$ cat src/marble_config.svh
// Board build configuration
`ifndef MARBLE_CONFIG_SVH
`define MARBLE_CONFIG_SVH

// Value returned by the read-only id register
`define MARBLE_BOARD_ID 8'h4d

// LED pattern out of reset
`define MARBLE_LED_DEFAULT 8'h00

// External configuration out of reset
// Bit 1 low keeps the VCXO running
`define MARBLE_MISC_CONFIG_DEFAULT 8'h00

// Receive monitor starts enabled
`define MARBLE_DEFAULT_ENABLE_RX 1'b1

// Frame and byte counter width
`define MARBLE_CNT_W 16

`endif
$ cat src/marble_pkg.sv
// Marble core shared types
`include "marble_config.svh"

package marble_pkg;

	// Register map seen from the microcontroller
	typedef enum logic [6:0] {
		reg_id         = 7'd0,
		reg_led        = 7'd1,
		reg_ext_config = 7'd2,
		reg_rx_ctrl    = 7'd3,
		reg_frames_lo  = 7'd4,
		reg_frames_hi  = 7'd5,
		reg_bad_frames = 7'd6,
		reg_bytes_lo   = 7'd7
	} marble_reg_addr_e;

	// Receive statistics, monitor to register file
	typedef struct packed {
		logic [`MARBLE_CNT_W-1:0] frames;
		logic [7:0]               bad_frames;
		logic [`MARBLE_CNT_W-1:0] bytes;
		// One-cycle pulse when a counter has just stepped
		logic                     frame_done;
	} rx_counts_t;

endpackage

$ cat src/reg_bus_if.sv
// Register access bus
`timescale 1ns/1ps

interface reg_bus_if;

	// Register address, 7 bits as in the SPI command word
	logic [6:0] addr;
	// Write data, used only with we
	logic [7:0] wdata;
	// One-cycle strobes
	logic       we;
	logic       re;
	// Read data, valid the cycle after re
	logic [7:0] rdata;

	// SPI side
	modport master (
		output addr,
		output wdata,
		output we,
		output re,
		input  rdata
	);

	// Register file side
	modport slave (
		input  addr,
		input  wdata,
		input  we,
		input  re,
		output rdata
	);

endinterface

$ cat src/marble_core.sv
// Marble portable core
`timescale 1ns/1ps

module marble_core import marble_pkg::*; (
	input  logic       tx_clk,
	input  logic       rst_n,
	// SPI from the microcontroller
	input  logic       sclk,
	input  logic       csb,
	input  logic       mosi,
	output logic       miso,
	output logic       mmc_int,
	// GMII receive, already in the tx_clk domain
	input  logic [7:0] gmii_rxd,
	input  logic       gmii_rx_dv,
	input  logic       gmii_rx_er,
	output logic [7:0] led,
	output logic [7:0] ext_config,
	output logic       vcxo_en
);

	reg_bus_if  bus ();
	rx_counts_t counts;
	logic       enable_rx;
	logic       clear;

	mmc_spi_port u_spi (
		.tx_clk (tx_clk),
		.rst_n  (rst_n),
		.sclk   (sclk),
		.csb    (csb),
		.mosi   (mosi),
		.miso   (miso),
		.bus    (bus.master)
	);

	config_regs u_regs (
		.tx_clk     (tx_clk),
		.rst_n      (rst_n),
		.bus        (bus.slave),
		.counts     (counts),
		.led        (led),
		.ext_config (ext_config),
		.enable_rx  (enable_rx),
		.clear      (clear),
		.mmc_int    (mmc_int)
	);

	gmii_rx_monitor u_rx_mon (
		.tx_clk     (tx_clk),
		.rst_n      (rst_n),
		.gmii_rxd   (gmii_rxd),
		.gmii_rx_dv (gmii_rx_dv),
		.gmii_rx_er (gmii_rx_er),
		.enable_rx  (enable_rx),
		.clear      (clear),
		.counts     (counts)
	);

	// Setting ext_config bit 1 stops the VCXO
	assign vcxo_en = ~ext_config[1];

endmodule

$ cat src/gmii_rx_monitor.sv
// GMII receive statistics
`timescale 1ns/1ps

module gmii_rx_monitor import marble_pkg::*; (
	input  logic       tx_clk,
	input  logic       rst_n,
	input  logic [7:0] gmii_rxd,
	input  logic       gmii_rx_dv,
	input  logic       gmii_rx_er,
	input  logic       enable_rx,
	input  logic       clear,
	output rx_counts_t counts
);

	// Previous rx_dv, marks the end of a frame
	logic dv_d;
	// Any rx_er seen in the current frame
	logic err_sticky;
	logic frame_start;
	logic frame_end;

	assign frame_start = gmii_rx_dv & ~dv_d;
	assign frame_end   = dv_d & ~gmii_rx_dv;

	always_ff @(posedge tx_clk) begin
		if (!rst_n) begin
			dv_d       <= 1'b0;
			err_sticky <= 1'b0;
		end else begin
			dv_d <= gmii_rx_dv;
			// Restart the flag on each new frame
			if (frame_start) begin
				err_sticky <= gmii_rx_er;
			end else if (gmii_rx_dv) begin
				err_sticky <= err_sticky | gmii_rx_er;
			end
		end
	end

	// Counters step one cycle after rx_dv falls
	always_ff @(posedge tx_clk) begin
		if (!rst_n) begin
			counts <= '0;
		end else if (clear) begin
			counts <= '0;
		end else begin
			counts.frame_done <= 1'b0;
			if (enable_rx) begin
				// One byte per rx_dv cycle, wraps
				if (gmii_rx_dv) begin
					counts.bytes <= counts.bytes + 1'b1;
				end
				if (frame_end) begin
					counts.frame_done <= 1'b1;
					if (err_sticky) begin
						counts.bad_frames <= counts.bad_frames + 1'b1;
					end else begin
						counts.frames <= counts.frames + 1'b1;
					end
				end
			end
		end
	end

endmodule

$ cat src/config_regs.sv
// Control and status registers
`timescale 1ns/1ps
`include "marble_config.svh"

module config_regs import marble_pkg::*; (
	input  logic       tx_clk,
	input  logic       rst_n,
	reg_bus_if.slave   bus,
	input  rx_counts_t counts,
	output logic [7:0] led,
	output logic [7:0] ext_config,
	output logic       enable_rx,
	output logic       clear,
	output logic       mmc_int
);

	logic       int_enable;
	// Last cycle's bad-frame count, tells good from bad frames
	logic [7:0] bad_prev;
	logic       good_done;
	logic [7:0] rx_ctrl_rd;

	// Clear bit never reads back
	assign rx_ctrl_rd = {5'b0, int_enable, 1'b0, enable_rx};

	// Writes land the cycle after we
	always_ff @(posedge tx_clk) begin
		if (!rst_n) begin
			led        <= `MARBLE_LED_DEFAULT;
			ext_config <= `MARBLE_MISC_CONFIG_DEFAULT;
			enable_rx  <= `MARBLE_DEFAULT_ENABLE_RX;
			int_enable <= 1'b0;
			clear      <= 1'b0;
		end else begin
			clear <= 1'b0;
			if (bus.we) begin
				case (marble_reg_addr_e'(bus.addr))
					reg_led:        led <= bus.wdata;
					reg_ext_config: ext_config <= bus.wdata;
					reg_rx_ctrl: begin
						enable_rx  <= bus.wdata[0];
						clear      <= bus.wdata[1];
						int_enable <= bus.wdata[2];
					end
					default: ;
				endcase
			end
		end
	end

	// Read mux, registered on re
	always_ff @(posedge tx_clk) begin
		if (bus.re) begin
			case (marble_reg_addr_e'(bus.addr))
				reg_id:         bus.rdata <= `MARBLE_BOARD_ID;
				reg_led:        bus.rdata <= led;
				reg_ext_config: bus.rdata <= ext_config;
				reg_rx_ctrl:    bus.rdata <= rx_ctrl_rd;
				reg_frames_lo:  bus.rdata <= counts.frames[7:0];
				reg_frames_hi:  bus.rdata <= counts.frames[`MARBLE_CNT_W-1 -: 8];
				reg_bad_frames: bus.rdata <= counts.bad_frames;
				reg_bytes_lo:   bus.rdata <= counts.bytes[7:0];
				default:        bus.rdata <= 8'h00;
			endcase
		end
	end

	// A bad frame steps bad_frames in the same cycle as frame_done
	assign good_done = counts.frame_done && (counts.bad_frames == bad_prev);

	always_ff @(posedge tx_clk) begin
		bad_prev <= counts.bad_frames;
	end

	// Level interrupt, held until cleared
	always_ff @(posedge tx_clk) begin
		if (!rst_n) begin
			mmc_int <= 1'b0;
		end else if (clear) begin
			mmc_int <= 1'b0;
		end else if (good_done && int_enable) begin
			mmc_int <= 1'b1;
		end
	end

endmodule

$ cat src/mmc_spi_port.sv
// Microcontroller SPI slave
`timescale 1ns/1ps

module mmc_spi_port (
	input  logic      tx_clk,
	input  logic      rst_n,
	input  logic      sclk,
	input  logic      csb,
	input  logic      mosi,
	output logic      miso,
	reg_bus_if.master bus
);

	// Extra SCLK stage holds the previous level for edge detection
	logic [2:0] sclk_sync;
	logic [1:0] csb_sync;
	logic [1:0] mosi_sync;
	logic       sclk_rise;
	logic       sclk_fall;
	logic       csb_s;
	logic       mosi_s;
	// Bits seen in this frame, stops at 16
	logic [4:0] bit_cnt;
	logic [6:0] shift_in;
	logic       is_write;
	logic [6:0] addr_q;
	logic [7:0] wdata_q;
	logic       we_q;
	logic       re_q;
	// rdata is valid while re_d is high
	logic       re_d;
	logic [7:0] miso_sr;
	logic       data_phase;

	always_ff @(posedge tx_clk) begin
		if (!rst_n) begin
			sclk_sync <= 3'b000;
			csb_sync  <= 2'b11;
			mosi_sync <= 2'b00;
		end else begin
			sclk_sync <= {sclk_sync[1:0], sclk};
			csb_sync  <= {csb_sync[0], csb};
			mosi_sync <= {mosi_sync[0], mosi};
		end
	end

	assign sclk_rise = sclk_sync[1] & ~sclk_sync[2];
	assign sclk_fall = ~sclk_sync[1] & sclk_sync[2];
	assign csb_s     = csb_sync[1];
	assign mosi_s    = mosi_sync[1];

	// Read data goes out after the eighth bit
	assign data_phase = (bit_cnt >= 5'd8) && (bit_cnt < 5'd16);

	// CSB high abandons any partial transaction
	always_ff @(posedge tx_clk) begin
		if (!rst_n) begin
			bit_cnt <= 5'd0;
		end else if (csb_s) begin
			bit_cnt <= 5'd0;
		end else if (sclk_rise && bit_cnt != 5'd16) begin
			bit_cnt <= bit_cnt + 5'd1;
		end
	end

	// MSB first, sampled on the synchronized rising edge
	always_ff @(posedge tx_clk) begin
		if (sclk_rise && !csb_s) begin
			shift_in <= {shift_in[5:0], mosi_s};
		end
	end

	always_ff @(posedge tx_clk) begin
		if (!rst_n) begin
			is_write <= 1'b0;
			re_q     <= 1'b0;
			we_q     <= 1'b0;
			re_d     <= 1'b0;
		end else begin
			re_q <= 1'b0;
			we_q <= 1'b0;
			re_d <= re_q;
			if (!csb_s && sclk_rise) begin
				// Eighth bit completes command and address
				if (bit_cnt == 5'd7) begin
					is_write <= shift_in[6];
					re_q     <= ~shift_in[6];
				end
				if (bit_cnt == 5'd15) begin
					we_q <= is_write;
				end
			end
		end
	end

	// Address and data words
	always_ff @(posedge tx_clk) begin
		if (!csb_s && sclk_rise && bit_cnt == 5'd7) begin
			addr_q <= {shift_in[5:0], mosi_s};
		end
		if (!csb_s && sclk_rise && bit_cnt == 5'd15) begin
			wdata_q <= {shift_in, mosi_s};
		end
	end

	assign bus.addr  = addr_q;
	assign bus.wdata = wdata_q;
	assign bus.we    = we_q;
	assign bus.re    = re_q;

	// MISO moves on falling edges, bit 7 first
	always_ff @(posedge tx_clk) begin
		if (!rst_n) begin
			miso    <= 1'b0;
			miso_sr <= 8'h00;
		end else if (csb_s) begin
			miso    <= 1'b0;
			miso_sr <= 8'h00;
		end else if (re_d) begin
			miso_sr <= bus.rdata;
		end else if (sclk_fall && data_phase) begin
			miso    <= miso_sr[7];
			miso_sr <= {miso_sr[6:0], 1'b0};
		end
	end

endmodule

$ cat config.mk
export PLATFORM = sky130hd
export DESIGN_NAME = marble_core
export DESIGN_NICKNAME = d
export VERILOG_FILES = /design/src/marble_pkg.sv /design/src/reg_bus_if.sv /design/src/marble_core.sv /design/src/gmii_rx_monitor.sv /design/src/config_regs.sv /design/src/mmc_spi_port.sv
export VERILOG_INCLUDE_DIRS = /design/src
export SDC_FILE = /design/constraint.sdc
export NUM_CORES = 1
export LEC_CHECK = 0
export ABC_AREA = 1
export BUFFER_PORTS_ARGS = -buffer_cell sky130_fd_sc_hd__buf_2
export CELL_PAD_IN_SITES_DETAIL_PLACEMENT = 0
export CELL_PAD_IN_SITES_GLOBAL_PLACEMENT = 1
export CORE_MARGIN = 1
export CORE_UTILIZATION = 43
export CTS_CLUSTER_SIZE = 30
export DETAILED_ROUTE_END_ITERATION = 8
export PLACE_DENSITY_LB_ADDON = 0.1
export SYNTH_ARGS = -nofsm -noshare
export SYNTH_HDL_FRONTEND = slang
export SYNTH_SLANG_ARGS = --single-unit
$ cat constraint.sdc
create_clock -name tx_clk -period 3.35 [get_ports tx_clk]
set_input_delay 0.67 -clock tx_clk [delete_from_list [all_inputs] [get_ports tx_clk]]
set_output_delay 0.67 -clock tx_clk [all_outputs]
set_load 0.02 [all_outputs]
After elaboration in Yosys (flattened, before gate mapping)

Index checks and enable logic that the tools add are counted.

Reductions and logical operators: 26
Bitwise operators: 15
$add $sub $neg: 4
Muxes and demuxes: 6
Equal/unequal tests: 11
Magnitude comparators: 2

Operators by type and width:

| operator                                                              | count |
|---|---|
| 8-bit one-hot mux with 8 select lines                                 | 1 |
| 16-bit by 1-bit adder with 16-bit output, second input constant       | 2 |
| 7-bit by 3-bit equality test with 1-bit output, second input constant | 4 |
| 8-bit 2-to-1 mux                                                      | 2 |
| 3-bit AND reduction                                                   | 5 |
| 7-bit by 2-bit equality test with 1-bit output, second input constant | 2 |
| 2-bit AND reduction                                                   | 6 |
| 1-bit inverter                                                        | 10 |
| 8-bit by 1-bit adder with 8-bit output, second input constant         | 1 |
| 8-bit equality test                                                   | 1 |
| 1-bit logical AND                                                     | 8 |
| 7-bit by 1-bit equality test with 1-bit output, second input constant | 1 |
| 7-bit logical NOT                                                     | 1 |
| 5-bit by 1-bit adder with 5-bit output, second input constant         | 1 |
| 5-bit by 3-bit equality test with 1-bit output, second input constant | 1 |
| 5-bit by 4-bit equality test with 1-bit output, second input constant | 1 |
| 5-bit by 4-bit >= comparator with 1-bit output, second input constant | 1 |
| 5-bit < comparator, second input constant                             | 1 |
| 5-bit inequality test, second input constant                          | 1 |
| 1-bit bitwise AND                                                     | 4 |
| 2-bit nonzero test                                                    | 2 |
| 2-bit OR reduction                                                    | 2 |
| 1-bit 2-to-1 mux                                                      | 3 |
| 3-bit OR reduction                                                    | 1 |
| other kinds (2)                                                       | 2 |

Bits of input ports: 15
Output and inout bits: 19
Word-level logic and storage cells: 91
Bits in registers: 126

Logic depth before layout (Yosys ltp)

Word-level depth: 5
Depth in mapped cells: 9
Depth with buffers taken out: 9

Modules after synthesis

Synthesis repeated with hierarchy kept, for this count alone.

Cell total of the unflattened synthesis: 751
Area, all modules: 5836.8 µm²

By module, submodules not included:

| module          | area each (µm²) | cells each | instances | sequential area each (µm²) |
|---|---|---|---|---|
| gmii_rx_monitor | 2095.8          | 311        | 1         | 860.8 |
| config_regs     | 1905.6          | 257        | 1         | 800.8 |
| mmc_spi_port    | 1831.8          | 182        | 1         | 1161.1 |
| marble_core     | 3.8             | 1          | 1         | 0.0 |

Worst setup path before layout

No wires, ideal clock.

Kind: register to register
Start point: register u_spi.bit_cnt[0]
End point: register u_spi.wdata_q[0] (netlist: u_spi.bus.wdata[0]) (enable)
Path buffers: 0
Clock period less this slack: 1613 ps
Library setup time: 374 ps
Setup slack: 1737 ps
Data arrival time: 1240 ps
Cell stages (with the launch flop): 7
Required time: 2976 ps
Cells stage by stage: dfxtp_1 ha_1 nand2_1 nor2_1 ha_1 inv_1 nor2_1

Cells in the longest elaborated chain, start to end: 2

Ends and longest elaborated chain:

| element                                        | RTL line            | text |
|---|---|---|
| from (decl)                                    | mmc_spi_port.sv:23  | `logic [4:0] bit_cnt;` |
| from (signal assigned)                         | mmc_spi_port.sv:62  | `bit_cnt <= bit_cnt + 5'd1;` |
| 5-bit by 4-bit equality test with 1-bit output | mmc_spi_port.sv:101 | `if (!csb_s && sclk_rise && bit_cnt == 5'd15) begin` |
| 1-bit logical AND                              | mmc_spi_port.sv:101 |  |
| to (signal assigned)                           | mmc_spi_port.sv:102 | `wdata_q <= {shift_in, mosi_s};` |
| to (decl)                                      | mmc_spi_port.sv:27  | `logic [7:0] wdata_q;` |

No other way between the ends.
A chain may end at the register's enable or synchronous reset.

Final worst setup path

Start point: register u_spi.bit_cnt[0]
End point: register u_spi.wdata_q[3] (netlist: u_spi.bus.wdata[3]) (enable)

The elaborated chain is that of the path after synthesis.

==> impl_metrics.json <==
{
  "drive_gt1_share_pct": 13.1,
  "wl_met1_microns": 5710,
  "grt_pass1_vias": 3782,
  "met3_length_microns": 355,
  "nets": 702,
  "power_density_nw_per_um2": 557,
  "cts_setup_buffers": 0,
  "cp.arrival_ns": 2.03,
  "antennaDiodeCount": 0,
  "ys_seq_area_share_pct": 52.4,
  "routed_wl_microns": 11300,
  "end_kind": "register",
  "io_pins": 34,
  "core_sq_um": 11500,
  "rsz0062_at_grt": "false",
  "crit_fanout": 9,
  "synth_largest_area_cell": "dfxtp_1",
  "syn_area_sq_um": 5080,
  "finalSetupViolCount": 0,
  "grt_max_degree": 28,
  "die_h_microns": 111,
  "viasPerCell": 4.86,
  "dr_total_vias": 4068,
  "syn_avg_cell_area_sq_um": 7.87,
  "ys.flop_type": "dfxtp_1",
  "cts_tree": "yes",
  "peakVddDrop_v": 0.000450,
  "drt_pass1_iterations": 4,
  "hold_buffers": 0,
  "placed_area_sq_um": 5340,
  "clk_path_buf_depth": 2,
  "clock-sinks": 118,
  "grt-ovfl-total": 0,
  "maxCapViolCount": 0,
  "yosysTopAreaCellShare_pct": 34.7,
  "period_share_pct": 59.5,
  "initial_utilization_pct": 44.3,
  "synthArstFlopShare_pct": 0,
  "synth_edf_count": 30,
  "synth_nets": 666,
  "rows": 39,
  "cts_htree_levels": 4,
  "clock_latency_ns": 0.42,
  "skew_ns": 0.00453,
  "p_leak_nw": 2.41,
  "hold_violations": 0,
  "yosysWarningCount": 0,
  "hold-worst-slack_ns": 0.385,
  "cts-root-buf": "clkbuf_16",
  "critPathLaunchType": "register",
  "io_buffer_count": 25,
  "max_slew_margin_pct": 40.4,
  "required_ns": 3.39,
  "final_area_sq_um": 5920,
  "drcViolationCount": 0,
  "top_layer": "met4",
  "synth_area_leaders": "dfxtp_1 35%, edfxtp_1 18%, nand2_1 11%",
  "place.gp.congestion": 0.799,
  "drt_iter0_markers": 238,
  "total_power_mw": 3.30,
  "antenna_found_initial": 0,
  "synth-seq-cells": 118,
  "worst_slew_pin_slew_ns": 0.891,
  "area_growth_pct": 16.5,
  "path_clk_slew_ns": 0.06,
  "die_x_microns": 111,
  "fmax_mhz": 501,
  "drtAntennaViolNets": 0,
  "routedWlPerCell_microns": 13.5,
  "fill_cells": 1136,
  "dieArea_sq_um": 12200,
  "status": "finished, final reports clean",
  "tns_ns": 0,
  "min-delay-path-class": "reg -> reg",
  "slew_violations": 0,
  "dp_hpwl_microns": 8210,
  "min_period_ns": 1.99,
  "critical_path_class": "reg -> reg",
  "met2WireLength_microns": 5050,
  "cts_buffers": 17,
  "track_usage_pct": 19.7,
  "ctsResizeCount": 0,
  "synthCells": 645,
  "grt_pass1_wl_microns": 18500,
  "ys_types": 32
}
[cell families after synthesis]
logic type / after synthesis / share of synthesized area, %
flops: 118 / 52.4
xor+xnor: 7 / 1.21
compound gates: 92 / 9.39
buf+inv: 98 / 7.74
simple gates: 324 / 27.8
fa+ha+maj: 6 / 1.48
[sequential cells by signal, summed over array words and instances, names as in the netlist, 2 cells and up]
| name | count |
|---|---|
| u_regs.bad_prev | 8 |
| u_regs.bus.rdata | 8 |
| u_regs.ext_config | 8 |
| u_regs.led | 8 |
| u_rx_mon.counts | 33 |
| u_spi.bit_cnt | 5 |
| u_spi.bus.addr | 7 |
| u_spi.bus.wdata | 8 |
| u_spi.csb_sync | 2 |
| u_spi.miso_sr | 8 |
| u_spi.mosi_sync | 2 |
| u_spi.sclk_sync | 3 |
| u_spi.shift_in | 7 |
[layout make-up]
class / instances / area (sq um) / area share [%]
tap: 143 / 179 / 3.02
timing repair buffer: 27 / 140 / 2.37
clock inverter: 14 / 153 / 2.58
inverter: 88 / 332 / 5.60
multi-input combinational: 429 / 2020 / 34.2
sequential: 118 / 2660 / 45.0
clock buffer: 18 / 429 / 7.25
[synthesized netlist by cell type (2+ instances only)]
master	instances
a21oi_1	32
a31oi_1	7
buf_2	4
buf_4	3
clkbuf_1	2
dfxtp_1	88
edfxtp_1	30
ha_1	6
inv_1	81
inv_2	5
nand2_1	153
nand2_2	7
nand3_1	34
nand3_2	3
nand3b_1	3
nand4_1	6
nor2_1	90
nor2_2	10
nor2_4	3
nor3_1	9
nor3_2	2
o21ai_0	51
or2_2	2
xnor2_1	3
xor2_1	4
[per-stage QoR]
step,util [%],std cells,worst slack [ns]
after floorplan,-,645,1.74
after detailed placement,46.5,805,1.33
after CTS,51.6,837,1.35
after global routing,51.6,837,1.20
after global placement,46.5,805,1.37
final,51.6,837,1.36
[layer usage]
metal,GRT usage [%],up-vias
met5,0,-
met4,8.00,0
met3,5.90,13
met2,29.4,48
met1,26.8,1869
li1,-,2138
[report_power, final]
group,switching (mW),internal [mW]
registers,0.00766,1.47
clock network,0.674,1.10
logic,0.0374,0.0164
[worst max-delay path, stage by stage, from the launching register on]
cell and delay (ns):
dfxtp_1 0.35, ha_1 0.23, nand2_1 0.07, nor2_1 0.09, ha_1 0.15, inv_1 0.04
nor2_1 0.68
[worst paths after layout]
kind / start / end / slack (ns) / cells after the start
max: u_spi.bit_cnt[0] / u_spi.bus.wdata[3] / 1.36 / 6
max reg2reg: u_spi.bit_cnt[0] / u_spi.bus.wdata[3] / 1.36 / 6
min: u_rx_mon.counts[20] / u_regs.bad_prev[3] / 0.38 / 0
min reg2reg: u_rx_mon.counts[20] / u_regs.bad_prev[3] / 0.38 / 0
[placed cells by master (no fill, tap or decap), types with 9 or more instances in the layout]
| master | synthesis | routed |
|---|---|---|
| nand2_1 | 153 | 153 |
| nor2_1 | 90 | 90 |
| dfxtp_1 | 88 | 88 |
| inv_1 | 81 | 81 |
| o21ai_0 | 51 | 51 |
| nand3_1 | 34 | 34 |
| a21oi_1 | 32 | 32 |
| edfxtp_1 | 30 | 30 |
| buf_2 | 4 | 25 |
| clkbuf_16 | 0 | 17 |
| nor2_2 | 10 | 10 |
| nor3_1 | 9 | 9 |
Note: power is estimated with default switching activity, not from simulation.
